--- src/mips_pkg.sv ---
package mips_pkg;

	typedef logic [31:0] word_t;
	typedef logic [4:0]  reg_idx_t;
	typedef logic [3:0]  alu_op_t;
	typedef logic [1:0]  fwd_sel_t;

	localparam word_t    RESET_PC     = 32'h0000_0000;
	localparam int       IO_MASK_BITS = 6;
	localparam reg_idx_t LINK_REG     = 5'd31;

	// ALU operations
	localparam alu_op_t ALU_ADD = 4'd0;
	localparam alu_op_t ALU_SUB = 4'd1;
	localparam alu_op_t ALU_AND = 4'd2;
	localparam alu_op_t ALU_OR  = 4'd3;
	localparam alu_op_t ALU_SLT = 4'd4;
	localparam alu_op_t ALU_SLL = 4'd5;
	localparam alu_op_t ALU_LUI = 4'd6;

	// Operand sources seen by decode
	localparam fwd_sel_t FWD_REG = 2'd0;
	localparam fwd_sel_t FWD_EX  = 2'd1;
	localparam fwd_sel_t FWD_MEM = 2'd2;
	localparam fwd_sel_t FWD_WB  = 2'd3;

	// Primary opcodes
	localparam logic [5:0] OP_RTYPE = 6'h00;
	localparam logic [5:0] OP_J     = 6'h02;
	localparam logic [5:0] OP_JAL   = 6'h03;
	localparam logic [5:0] OP_BEQ   = 6'h04;
	localparam logic [5:0] OP_BNE   = 6'h05;
	localparam logic [5:0] OP_ADDIU = 6'h09;
	localparam logic [5:0] OP_LUI   = 6'h0f;
	localparam logic [5:0] OP_LW    = 6'h23;
	localparam logic [5:0] OP_SW    = 6'h2b;

	// R-type funct codes
	localparam logic [5:0] FN_SLL  = 6'h00;
	localparam logic [5:0] FN_JR   = 6'h08;
	localparam logic [5:0] FN_ADDU = 6'h21;
	localparam logic [5:0] FN_SUBU = 6'h23;
	localparam logic [5:0] FN_AND  = 6'h24;
	localparam logic [5:0] FN_OR   = 6'h25;
	localparam logic [5:0] FN_SLT  = 6'h2a;

	typedef struct packed {
		logic    regwrite;
		logic    regdst;
		logic    memtoreg;
		logic    memread;
		logic    memwrite;
		logic    isbranch;
		logic    branch_ne;
		logic    alusrc;
		logic    isjump;
		logic    jumpreg;
		logic    islink;
		alu_op_t alu_op;
		logic    imm_zero;
	} ctrl_t;

	typedef struct packed {
		logic  req;
		logic  we;
		word_t adr;
		word_t wdata;
	} mem_req_t;

	typedef struct packed {
		logic  ack;
		word_t rdata;
	} mem_rsp_t;

	typedef struct packed {
		logic  cyc;
		logic  stb;
		logic  we;
		word_t adr;
		word_t dat;
	} wb_m2s_t;

endpackage
--- src/mips_system.sv ---
`timescale 1ns/1ns

module mips_system (
	input  logic              clk,
	input  logic              rst_n,
	output mips_pkg::wb_m2s_t wb,
	input  mips_pkg::word_t   wb_dat_i,
	input  logic              wb_ack_i,
	output logic              io_valid,
	output mips_pkg::word_t   io_data
);
	import mips_pkg::*;

	mem_req_t ic_req, dc_req, io_req;
	mem_rsp_t ic_rsp, dc_rsp, io_rsp;

	mips_core core (
		.clk(clk), .rst_n(rst_n),
		.ic_req(ic_req), .ic_rsp(ic_rsp),
		.dc_req(dc_req), .dc_rsp(dc_rsp),
		.io_req(io_req), .io_rsp(io_rsp)
	);

	// Output port, selected by the core from the address
	mips_stdio stdio (
		.clk(clk), .rst_n(rst_n), .req(io_req), .rsp(io_rsp),
		.io_valid(io_valid), .io_data(io_data)
	);

	wb_arbiter arbiter (
		.clk(clk), .rst_n(rst_n),
		.ic_req(ic_req), .ic_rsp(ic_rsp),
		.dc_req(dc_req), .dc_rsp(dc_rsp),
		.wb(wb), .wb_dat_i(wb_dat_i), .wb_ack_i(wb_ack_i)
	);

endmodule

--- src/wb_arbiter.sv ---
`timescale 1ns/1ns

module wb_arbiter (
	input  logic               clk,
	input  logic               rst_n,
	input  mips_pkg::mem_req_t ic_req,
	output mips_pkg::mem_rsp_t ic_rsp,
	input  mips_pkg::mem_req_t dc_req,
	output mips_pkg::mem_rsp_t dc_rsp,
	output mips_pkg::wb_m2s_t  wb,
	input  mips_pkg::word_t    wb_dat_i,
	input  logic               wb_ack_i
);
	import mips_pkg::*;

	typedef enum logic [1:0] {
		ST_IDLE,
		ST_INST,
		ST_DATA
	} state_t;

	state_t state;
	logic   busy, is_data;

	// Data first, transfers run to completion
	always_ff @(posedge clk or negedge rst_n) begin
		if (!rst_n) begin
			state <= ST_IDLE;
		end else begin
			case (state)
				ST_IDLE: begin
					if (dc_req.req)
						state <= ST_DATA;
					else if (ic_req.req)
						state <= ST_INST;
				end
				default: begin
					if (wb_ack_i)
						state <= ST_IDLE;
				end
			endcase
		end
	end

	assign busy    = (state != ST_IDLE);
	assign is_data = (state == ST_DATA);

	// Requesters hold their fields until ack, so the bus can follow them directly
	assign wb = '{cyc: busy, stb: busy, we: is_data & dc_req.we,
		adr: is_data ? dc_req.adr : ic_req.adr, dat: dc_req.wdata};

	assign ic_rsp = '{ack: (state == ST_INST) & wb_ack_i, rdata: wb_dat_i};
	assign dc_rsp = '{ack: is_data & wb_ack_i, rdata: wb_dat_i};

endmodule

--- src/mips_stdio.sv ---
`timescale 1ns/1ns

module mips_stdio (
	input  logic               clk,
	input  logic               rst_n,
	input  mips_pkg::mem_req_t req,
	output mips_pkg::mem_rsp_t rsp,
	output logic               io_valid,
	output mips_pkg::word_t    io_data
);
	import mips_pkg::*;

	// Always ready, reads come back as zero
	assign rsp = '{ack: req.req, rdata: '0};

	always_ff @(posedge clk or negedge rst_n) begin
		if (!rst_n)
			io_valid <= 1'b0;
		else
			io_valid <= req.req & req.we;
	end

	always_ff @(posedge clk) begin
		if (req.req && req.we)
			io_data <= req.wdata;
	end

endmodule

--- src/mips_core.sv ---
`timescale 1ns/1ns

module mips_core (
	input  logic               clk,
	input  logic               rst_n,
	output mips_pkg::mem_req_t ic_req,
	input  mips_pkg::mem_rsp_t ic_rsp,
	output mips_pkg::mem_req_t dc_req,
	input  mips_pkg::mem_rsp_t dc_rsp,
	output mips_pkg::mem_req_t io_req,
	input  mips_pkg::mem_rsp_t io_rsp
);
	import mips_pkg::*;

	typedef struct packed {
		word_t instr;
		word_t pc_next;
	} if_id_t;

	typedef struct packed {
		ctrl_t      ctrl;
		word_t      pc_next;
		word_t      jtarget;
		word_t      rs_data;
		word_t      rt_data;
		word_t      imm;
		logic [4:0] shamt;
		reg_idx_t   wreg;
	} id_ex_t;

	typedef struct packed {
		ctrl_t    ctrl;
		logic     zero;
		word_t    br_target;
		word_t    result;
		word_t    rt_data;
		reg_idx_t wreg;
	} ex_mem_t;

	typedef struct packed {
		logic     regwrite;
		reg_idx_t wreg;
		word_t    wdata;
	} mem_wb_t;

	if_id_t   if_id;
	id_ex_t   id_ex, id_next;
	ex_mem_t  ex_mem, ex_next;
	mem_wb_t  mem_wb, wb_next;
	word_t    pc, pc_plus4, redir_pc, redir_target;
	logic     fetch_en, redir_valid, redirect, take_branch, stall, adv;
	ctrl_t    id_ctrl;
	word_t    rf_rs, rf_rt, alu_b, alu_result, ex_result, load_data, mem_wdata;
	logic     alu_zero, mem_access, mem_io, mem_ack;
	fwd_sel_t fwd_rs, fwd_rt;

	function automatic word_t fwd_mux(input fwd_sel_t sel, input word_t rf, input word_t ex,
			input word_t mem, input word_t wb);
		case (sel)
			FWD_EX:  return ex;
			FWD_MEM: return mem;
			FWD_WB:  return wb;
			default: return rf;
		endcase
	endfunction

	////////////////////
	// Fetch
	assign pc_plus4 = pc + 32'd4;
	assign ic_req   = '{req: fetch_en, we: 1'b0, adr: pc, wdata: '0};

	////////////////////
	// Decode
	mips_decode decode (.opcode(if_id.instr[31:26]), .funct(if_id.instr[5:0]), .ctrl(id_ctrl));

	mips_regfile regfile (
		.clk(clk), .rst_n(rst_n), .rs(if_id.instr[25:21]), .rt(if_id.instr[20:16]),
		.rs_data(rf_rs), .rt_data(rf_rt),
		.we(mem_wb.regwrite), .wreg(mem_wb.wreg), .wdata(mem_wb.wdata)
	);

	mips_hazard hazard (
		.rs(if_id.instr[25:21]), .rt(if_id.instr[20:16]),
		.ex_dst(id_ex.wreg), .mem_dst(ex_mem.wreg), .wb_dst(mem_wb.wreg),
		.ex_rw(id_ex.ctrl.regwrite), .ex_load(id_ex.ctrl.memread),
		.mem_rw(ex_mem.ctrl.regwrite), .wb_rw(mem_wb.regwrite),
		.fwd_rs(fwd_rs), .fwd_rt(fwd_rt), .stall(stall)
	);

	always_comb begin
		id_next.ctrl    = id_ctrl;
		id_next.pc_next = if_id.pc_next;
		id_next.jtarget = {if_id.pc_next[31:28], if_id.instr[25:0], 2'b00};
		id_next.rs_data = fwd_mux(fwd_rs, rf_rs, ex_result, mem_wdata, mem_wb.wdata);
		id_next.rt_data = fwd_mux(fwd_rt, rf_rt, ex_result, mem_wdata, mem_wb.wdata);
		id_next.imm     = id_ctrl.imm_zero ? {16'b0, if_id.instr[15:0]} :
			{{16{if_id.instr[15]}}, if_id.instr[15:0]};
		id_next.shamt   = if_id.instr[10:6];
		if (id_ctrl.islink)
			id_next.wreg = LINK_REG;
		else
			id_next.wreg = id_ctrl.regdst ? if_id.instr[15:11] : if_id.instr[20:16];
	end

	////////////////////
	// Execute
	assign alu_b = id_ex.ctrl.alusrc ? id_ex.imm : id_ex.rt_data;

	mips_alu alu (
		.alu_op(id_ex.ctrl.alu_op), .a(id_ex.rs_data), .b(alu_b), .shamt(id_ex.shamt),
		.result(alu_result), .zero(alu_zero)
	);

	// jal leaves its return address as the result
	assign ex_result = id_ex.ctrl.islink ? id_ex.pc_next : alu_result;
	assign ex_next   = '{ctrl: id_ex.ctrl, zero: alu_zero,
		br_target: id_ex.pc_next + {id_ex.imm[29:0], 2'b00},
		result: ex_result, rt_data: id_ex.rt_data, wreg: id_ex.wreg};

	////////////////////
	// Memory
	assign mem_access = ex_mem.ctrl.memread | ex_mem.ctrl.memwrite;
	assign mem_io     = &ex_mem.result[31 -: IO_MASK_BITS];
	assign dc_req     = '{req: mem_access & ~mem_io, we: ex_mem.ctrl.memwrite,
		adr: ex_mem.result, wdata: ex_mem.rt_data};
	assign io_req     = '{req: mem_access & mem_io, we: ex_mem.ctrl.memwrite,
		adr: ex_mem.result, wdata: ex_mem.rt_data};
	assign mem_ack    = mem_io ? io_rsp.ack : dc_rsp.ack;
	assign load_data  = mem_io ? io_rsp.rdata : dc_rsp.rdata;
	assign mem_wdata  = ex_mem.ctrl.memtoreg ? load_data : ex_mem.result;
	assign wb_next    = '{regwrite: ex_mem.ctrl.regwrite, wreg: ex_mem.wreg, wdata: mem_wdata};

	// Freeze everything until the data access finishes
	assign adv = ~mem_access | mem_ack;

	assign take_branch  = ex_mem.ctrl.isbranch & (ex_mem.zero ^ ex_mem.ctrl.branch_ne);
	assign redirect     = take_branch | (id_ex.ctrl.isjump & adv);
	assign redir_target = take_branch ? ex_mem.br_target :
		(id_ex.ctrl.jumpreg ? id_ex.rs_data : id_ex.jtarget);

	always_ff @(posedge clk or negedge rst_n) begin
		if (!rst_n) begin
			fetch_en    <= 1'b0;
			pc          <= RESET_PC;
			redir_valid <= 1'b0;
			redir_pc    <= RESET_PC;
			if_id       <= '0;
			id_ex       <= '0;
			ex_mem      <= '0;
			mem_wb      <= '0;
		end else begin
			fetch_en <= 1'b1;
			// A fetch in flight keeps its address, the new PC waits for its ack
			if (redirect) begin
				if (ic_rsp.ack) begin
					pc          <= redir_target;
					redir_valid <= 1'b0;
				end else begin
					redir_pc    <= redir_target;
					redir_valid <= 1'b1;
				end
			end else if (ic_rsp.ack && redir_valid) begin
				pc          <= redir_pc;
				redir_valid <= 1'b0;
			end else if (ic_rsp.ack && adv && !stall) begin
				pc <= pc_plus4;
			end

			if (redirect)
				if_id <= '0;
			else if (adv && !stall)
				if_id <= (ic_rsp.ack && !redir_valid) ? if_id_t'{ic_rsp.rdata, pc_plus4} : '0;

			if (redirect)
				id_ex <= '0;
			else if (adv)
				id_ex <= stall ? '0 : id_next;

			if (take_branch)
				ex_mem <= '0;
			else if (adv)
				ex_mem <= ex_next;

			mem_wb <= adv ? wb_next : '0;
		end
	end

endmodule

--- src/mips_hazard.sv ---
`timescale 1ns/1ns

module mips_hazard (
	input  mips_pkg::reg_idx_t rs,
	input  mips_pkg::reg_idx_t rt,
	input  mips_pkg::reg_idx_t ex_dst,
	input  mips_pkg::reg_idx_t mem_dst,
	input  mips_pkg::reg_idx_t wb_dst,
	input  logic               ex_rw,
	input  logic               ex_load,
	input  logic               mem_rw,
	input  logic               wb_rw,
	output mips_pkg::fwd_sel_t fwd_rs,
	output mips_pkg::fwd_sel_t fwd_rt,
	output logic               stall
);
	import mips_pkg::*;

	// Youngest writer wins, a load in EX has no data yet
	function automatic fwd_sel_t pick(input reg_idx_t src);
		if (src == '0)
			return FWD_REG;
		if (ex_rw && !ex_load && ex_dst == src)
			return FWD_EX;
		if (mem_rw && mem_dst == src)
			return FWD_MEM;
		if (wb_rw && wb_dst == src)
			return FWD_WB;
		return FWD_REG;
	endfunction

	always_comb begin
		fwd_rs = pick(rs);
		fwd_rt = pick(rt);
	end

	assign stall = ex_rw && ex_load && ex_dst != '0 && (ex_dst == rs || ex_dst == rt);

endmodule

--- src/mips_regfile.sv ---
`timescale 1ns/1ns

module mips_regfile (
	input  logic               clk,
	input  logic               rst_n,
	input  mips_pkg::reg_idx_t rs,
	input  mips_pkg::reg_idx_t rt,
	output mips_pkg::word_t    rs_data,
	output mips_pkg::word_t    rt_data,
	input  logic               we,
	input  mips_pkg::reg_idx_t wreg,
	input  mips_pkg::word_t    wdata
);
	import mips_pkg::*;

	word_t regs [32];

	// Register 0 is never written, so it reads as zero
	always_ff @(posedge clk or negedge rst_n) begin
		if (!rst_n) begin
			for (int i = 0; i < 32; i++)
				regs[i] <= '0;
		end else if (we && wreg != '0) begin
			regs[wreg] <= wdata;
		end
	end

	// Same-cycle write shows up on the read side
	assign rs_data = (we && wreg != '0 && wreg == rs) ? wdata : regs[rs];
	assign rt_data = (we && wreg != '0 && wreg == rt) ? wdata : regs[rt];

endmodule

--- src/mips_alu.sv ---
`timescale 1ns/1ns

module mips_alu (
	input  mips_pkg::alu_op_t alu_op,
	input  mips_pkg::word_t   a,
	input  mips_pkg::word_t   b,
	input  logic [4:0]        shamt,
	output mips_pkg::word_t   result,
	output logic              zero
);
	import mips_pkg::*;

	always_comb begin
		case (alu_op)
			ALU_ADD: result = a + b;
			ALU_SUB: result = a - b;
			ALU_AND: result = a & b;
			ALU_OR:  result = a | b;
			ALU_SLT: result = {31'b0, $signed(a) < $signed(b)};
			ALU_SLL: result = b << shamt;
			// Immediate into the upper half
			ALU_LUI: result = {b[15:0], 16'b0};
			default: result = '0;
		endcase
	end

	assign zero = (result == '0);

endmodule

--- src/mips_decode.sv ---
`timescale 1ns/1ns

module mips_decode (
	input  logic [5:0]      opcode,
	input  logic [5:0]      funct,
	output mips_pkg::ctrl_t ctrl
);
	import mips_pkg::*;

	always_comb begin
		ctrl = '0;
		case (opcode)
			OP_RTYPE: begin
				ctrl.regwrite = 1'b1;
				ctrl.regdst   = 1'b1;
				case (funct)
					FN_ADDU: ctrl.alu_op = ALU_ADD;
					FN_SUBU: ctrl.alu_op = ALU_SUB;
					FN_AND:  ctrl.alu_op = ALU_AND;
					FN_OR:   ctrl.alu_op = ALU_OR;
					FN_SLT:  ctrl.alu_op = ALU_SLT;
					FN_SLL:  ctrl.alu_op = ALU_SLL;
					// jr writes nothing, target comes from rs
					FN_JR:   ctrl = '{isjump: 1'b1, jumpreg: 1'b1, default: '0};
					default: ctrl = '0;
				endcase
			end
			OP_ADDIU: ctrl = '{regwrite: 1'b1, alusrc: 1'b1, alu_op: ALU_ADD, default: '0};
			OP_LUI: ctrl = '{regwrite: 1'b1, alusrc: 1'b1, imm_zero: 1'b1,
				alu_op: ALU_LUI, default: '0};
			OP_LW: ctrl = '{regwrite: 1'b1, memtoreg: 1'b1, memread: 1'b1, alusrc: 1'b1,
				alu_op: ALU_ADD, default: '0};
			OP_SW: ctrl = '{memwrite: 1'b1, alusrc: 1'b1, alu_op: ALU_ADD, default: '0};
			// Branches compare through the subtractor
			OP_BEQ: ctrl = '{isbranch: 1'b1, alu_op: ALU_SUB, default: '0};
			OP_BNE: ctrl = '{isbranch: 1'b1, branch_ne: 1'b1, alu_op: ALU_SUB, default: '0};
			OP_J: ctrl = '{isjump: 1'b1, default: '0};
			OP_JAL: ctrl = '{regwrite: 1'b1, isjump: 1'b1, islink: 1'b1, default: '0};
			default: ctrl = '0;
		endcase
	end

endmodule

--- config.mk ---
export PLATFORM = sky130hd
export DESIGN_NAME = mips_system
export DESIGN_NICKNAME = d
export VERILOG_FILES = /design/src/mips_pkg.sv /design/src/mips_system.sv /design/src/wb_arbiter.sv /design/src/mips_stdio.sv /design/src/mips_core.sv /design/src/mips_hazard.sv /design/src/mips_regfile.sv /design/src/mips_alu.sv /design/src/mips_decode.sv
export SDC_FILE = /design/constraint.sdc
export NUM_CORES = 2
export LEC_CHECK = 0
export BUFFER_PORTS_ARGS = -buffer_cell sky130_fd_sc_hd__buf_2
export CORE_ASPECT_RATIO = 1.4
export CORE_MARGIN = 3
export CORE_UTILIZATION = 40
export DETAILED_ROUTE_END_ITERATION = 16
export GPL_ROUTABILITY_DRIVEN = 1
export SLEW_MARGIN = 25
export SYNTH_ARGS = -nofsm -noshare
export SYNTH_HDL_FRONTEND = slang
export SYNTH_SLANG_ARGS = --single-unit
--- constraint.sdc ---
create_clock -name clk -period 4.7 [get_ports clk]
set_input_delay 0 -clock clk [delete_from_list [all_inputs] [get_ports clk]]
set_output_delay 0 -clock clk [all_outputs]
set_load 0.1 [all_outputs]
; After elaboration in Yosys (flattened, before gate mapping)
; Index checks and enable logic that the tools add are counted.
[word_totals]
regBits = 1521
latch_bits = 0
ram_bits = 0
rom_bits = 0
input_bits = 35
mem_count = 0
[op_classes]
add_sub_neg = 4
mul = 0
n_div = 0
n_lt_le_gt_ge = 5
n_eq_ne = 36
shift = 1
muxes = 84
bitwise = 20
reduce_logical = 45
[op_table]
columns = operator, n
row1 = $bwmux 1024, 1
row2 = $mux 32, 19
row3 = $mux 186, 3
row4 = $bmux 32 s5, 2
row5 = $mux 118, 2
row6 = $pmux 32 s7, 1
row7 = $mux 64, 3
row8 = $pmux 32 s3, 2
row9 = $demux 32 s5, 1
row10 = $pmux 16 s9, 1
row11 = $add 32x32->32, 2
row12 = $eq 6x6->1 const B, 7
row13 = $mux 2, 20
row14 = $mux 38, 1
row15 = $add 32x3->32 const B, 1
row16 = $and 32x32->32, 1
row17 = $logic_not 32->1, 1
row18 = $lt 32x32->1, 1
row19 = $or 32x32->32, 1
row20 = $shl 32x5->32, 1
row21 = $sub 32x32->32, 1
row22 = $eq 5x5->1, 6
row23 = $mux 1, 24
row24 = $pmux 11 s2, 1
row25 = other kinds (32), 92

; Longest topological paths before layout
[logic_depth]
word_depth = 19
mapped_depth = 20
ltp_nobuf = 16

; Cells and area by module
; Synthesis repeated with hierarchy kept, for this count alone.
[hier_totals]
hier_cells = 7146
area_unflattened_um2 = 87233.7
[by_module_without_submodules]
columns = module, n_inst, cells_each, area_per_inst_um2, seq_area_each_um2
row1 = mips_regfile, 1, 3463, 53824.1, 25624.6
row2 = mips_core, 1, 2249, 22597.9, 10460.0
row3 = mips_alu, 1, 1100, 7363.3, 0.0
row4 = wb_arbiter, 1, 147, 1381.3, 50.0
row5 = mips_stdio, 1, 68, 1243.7, 985.9
row6 = mips_hazard, 1, 64, 479.2, 0.0
row7 = mips_decode, 1, 55, 344.1, 0.0

; Worst setup path after synthesis
; Ideal clock, no wire load.
[synth_path]
path_kind = register -> register
startpoint = register core.id_ex[6] (netlist bit)
endpoint = register core.ex_mem[101] (netlist bit)
setup_ns = 0.092
arrival_time_ns = 4.606
slack_ns = 0.002
stages_incl_launch_ff = 18
n_path_buf = 4
path_cell_list = dfrtp_1 -> clkbuf_1 -> clkbuf_1 -> buf_1 -> a21boi_0 -> ha_1 -> buf_2 -> nor4_1 -> and4_1 -> o31a_1 -> nor4_1 -> o21ai_0 -> nand4_1 -> or4b_1 -> or4_1 -> nor4_1 -> nand4_1 -> o31ai_2
[synth_via]
elab_chain_len = 5
[synth_rtl]
columns = element, line_no
row1 = start: declaration, mips_core.sv:47  ; id_ex_t id_ex, id_next;
row2 = start signal: assignment, mips_core.sv:177  ; id_ex <= stall ? '0 : id_next;
row3 = $shl 32x5->32, mips_alu.sv:20  ; ALU_SLL: result = b << shamt;
row4 = $pmux 32 s7, mips_alu.sv:14  ; case (alu_op)
row5 = $logic_not 32->1, mips_alu.sv:27  ; assign zero = (result == '0);
row6 = $mux 118, mips_core.sv:181  ; else if (adv)
row7 = $mux 118, mips_core.sv:179  ; if (take_branch)
row8 = end signal: assignment, mips_core.sv:182  ; ex_mem <= ex_next;
row9 = end: declaration, mips_core.sv:48  ; ex_mem_t ex_mem, ex_next;
; Every way passes these cells. The select of a mux whose other input is x is not followed.
; A chain may end at the register's enable or synchronous reset.

; Worst setup path after layout
[layout_path]
startpoint = register core.id_ex, in the netlist core.ex_next[110]
endpoint = register core.ex_mem[101] (netlist bit)
[layout_via]
elab_chain_len = 6
[layout_rtl]
columns = element, line_no
row1 = $mux 32 *, mips_core.sv:107  ; assign alu_b = id_ex.ctrl.alusrc ? id_ex.imm : id_ex.rt_data;
row2 = "$sub 32x32->32, or another cell as far along", mips_alu.sv:16  ; ALU_SUB: result = a - b;
row3 = $pmux 32 s7 *, mips_alu.sv:14
row4 = $logic_not 32->1 *, mips_alu.sv:27
row5 = $mux 118 *, mips_core.sv:181
row6 = $mux 118 *, mips_core.sv:179
; Mark *: on every way between the ends. The rest lies on a longest branch, timed or not. The select of a mux whose other input is x is not followed.

==> run metrics <==
global-route wire length before repair=468 mm; die width=394 µm; Worst slew margin=30.3%; switching share of power=41.1%; run status=completed; CTS Buffer Depth=4; CTS tree=yes; RSZ-0062 raised after global routing=true; Slew @ Worst Pin=1040 ps; fill count=18700; register area share after synthesis=44.0%; VDD IR max=0.000451 V; Ys Warns=0; Net Sw Power=22.0 mW; pre-CTS WS=-201 ps; GP Congestion=1.09; Via density=6.24; Final nets=7193; Register Area=37100 µm²; overall routed net length=324 mm; Int Power=31.6 mW; Post-synth EDFFs=32; total power draw=53.7 mW; number of global-route vias before repair=63600; Detailed Routing Iterations Pass 1=5; synthesized area=84300 µm²; post-layout util=46.7%; MaxCap Viol Count=0; CP Capture Type=register; Worst-path clk slew=60 ps; Post-Syn Nets=6966; initial antenna violation count=22; post-route ant nets=0; FP Rows=198; Synth Area per Inst=12.4 µm²; # port buffers=134; Setup TNS=0 ps; min Tclk post-route=4640 ps; part of the power in registers=32.5%; Non-Filler Instances=9960; post-synth cell types=91; total CTS buffers=159; Die Y=549 µm; crit-path max FO=9; via count=62200; GR Overflow Total=0; r2r endpoint=core.ex_mem[101]; clock network power share=24.7%; Critical Path AT=5360 ps; Initial Util=40.4%; Synth Register Bits=1474; CORE AREA=209000 µm²; FF-to-FF path depth=16; IO Pins=135; Synth area leader=dfrtp_1; Syn Inst Count=6802; CP Launch Type=register; DP HPWL=225 mm; Post-synth top flop=dfrtp_1; Gate power share=42.8%; critical path endpoint=core.ex_mem[101]; Critical Path Source=core.ex_next[110]; worst setup path class=reg2reg; routed len/inst=32.6 µm; synthesis-to-finish area growth=15.5%; full die area=216000 µm²; Slew Viols, Final=0; largest net degree at the start of global routing=141; post-synthesis async set-or-reset flop share=97.8%; final worst path period share=98.7%; CTS Sinks=1474; Cell Pwr Density=551 nW/µm²; Clock Root Buffer=clkbuf_16; latest clock arrival within the worst-skew pair=860 ps; area of the multi-input gates=44700 µm²; Final Hold Fails=0; reg2reg setup slack=60 ps; FMAX=216 MHz; Hold Path Class=in2reg; Iter 0 DRT Violations=5186; endpoints failing setup=0; Leakage=43.1 nW; # placed instances=9628; layout cells sized above 1=40.1%; worst setup margin=62.5 ps; Worst Path Required=5420 ps; GRT Total Usage=29.7%; residual DRC count=0; worst-case clock skew=63.7 ps; htree depth=4; top-area cell type share of the netlist area=42.8%; synth top area cells=dfrtp_1 (43%), mux4_2 (18%), mux2_2 (14%); Worst R2R Start=core.ex_next[110]
==> per-layer routing <==
metal	track usage (%)	wire length, µm	vias up
li1	-	-	25900
met1	34.6	118000	32600
met2	49.2	156000	2667
met3	5.05	19800	986
met4	22.4	30100	18
met5	0	136	-
==> layout by cell type, fill, tap and decap left out, types with 23 or more instances in the layout <==
cell type,count
nor2b_1,57
nand2_1,504
xor2_1,51
mux2i_1,156
nand3_1,55
and3_1,25
buf_4,512
nand4_1,26
xnor2_1,53
nor4_1,23
a211oi_1,28
edfxtp_1,32
o22ai_1,66
nor3_1,44
buf_12,59
dfrtp_1,1401
a21o_1,32
mux4_2,659
clkbuf_1,29
nor2_1,300
ha_1,124
dlygate4sd3_1,36
o21ai_0,268
clkbuf_16,160
o211ai_1,44
buf_2,133
a22o_1,116
a21oi_1,345
clkinv_2,23
inv_1,118
a31oi_1,59
mux2_2,1056
clkbuf_8,41
nand2b_1,36
dfrtp_2,30
==> synthesized netlist by cell type, drive strengths merged, types with 57 or more instances <==
cell type / n
buf: 175
a31oi: 63
nand2: 519
a21oi: 364
inv: 125
a22o: 116
nand3: 58
mux2: 1056
clkbuf: 502
dfrtp: 1442
o22ai: 68
nor2b: 57
ha: 126
mux2i: 167
nor2: 322
mux4: 661
o21ai: 281
==> cell type report <==
type | instances | share of cell area, %
Antenna cell | 11 | 0.0283
Clock inverter | 51 | 0.748
Multi-Input combinational cell | 4525 | 45.9
Inverter | 126 | 0.486
Clock buffer | 230 | 4.80
Tap cell | 2800 | 3.60
Timing Repair Buffer | 743 | 6.27
Sequential cell | 1474 | 38.1
==> kinds of logic after synthesis <==
kind of cell,synth area share [%]
mux,33.8
flops,44.0
simple gates,6.52
compound gates,8.90
buf+inv,3.78
fa+ha+maj,1.94
xor+xnor,1.08
other cells,0.00445
==> critical path, stage by stage (launching register included) <==
cell and delay, ps:
dfrtp_1 370, buf_4 200, buf_12 170, mux2i_4 290, ha_1 300, buf_4 160, nand2_1 120, o221ai_2 160
o32ai_4 460, nor3_1 100, o31ai_1 310, nand4_1 190, or4b_4 610, or4_4 460, nor4_2 220, nand4_1 150
o31ai_2 230
==> registers in the layout (all words and copies together) (netlist names), 2 cells and up <==
register	flops
core.pc	32
core.dc_req	65
core.ex_mem	42
arbiter.state	2
core.mem_wb	38
core.ex_next	49
core.regfile.regs	1024
stdio.io_data	32
core.redir_pc	32
core.id_ex	91
core.if_id	6
core.id_next	58
==> through the flow <==
stage | hold slack, ps | area [µm²]
CTS | 56.6 | 96900
finish | 92.4 | 97300
floorplan | -296 | 84300
global route | 99.9 | 97300
detailed placement | 134 | 91100
global placement | 110 | 91000
==> worst min path at each step <==
stage                     cells past startpoint  slack, ps    startpoint                      to
after global placement                        1        110         rst_n  core.regfile.regs[174]
after floorplan                               0       -300         rst_n        arbiter.state[0]
after CTS                                     3         60   wb_dat_i[2]       core.id_next[110]
after detailed placement                      1        130         rst_n  core.regfile.regs[942]
after global routing                          3        100  wb_dat_i[17]       core.id_next[125]
final                                         3         90   wb_dat_i[1]       core.id_next[109]
==> power groups by stage <==
stage	clock, mW	sequential (mW)	combinational, mW
finish	13.2	17.5	23.0
global route	13.9	17.7	24.0
CTS	13.5	17.3	22.1
detailed placement	0	17.5	21.9
global placement	0	17.4	22.0
floorplan	0	15.7	13.2
==> repair_timing <==
item | 4_1_cts | 5_1_grt
pin swaps | 0 | 5
hold endpoints to repair | 602 | 0
setup endpoints to repair | 12 | 48
hold buffers | 37 | 0
resized for setup | 8 | 67
buffers inserted | 0 | 3
Power figures use the tool's default switching activity.
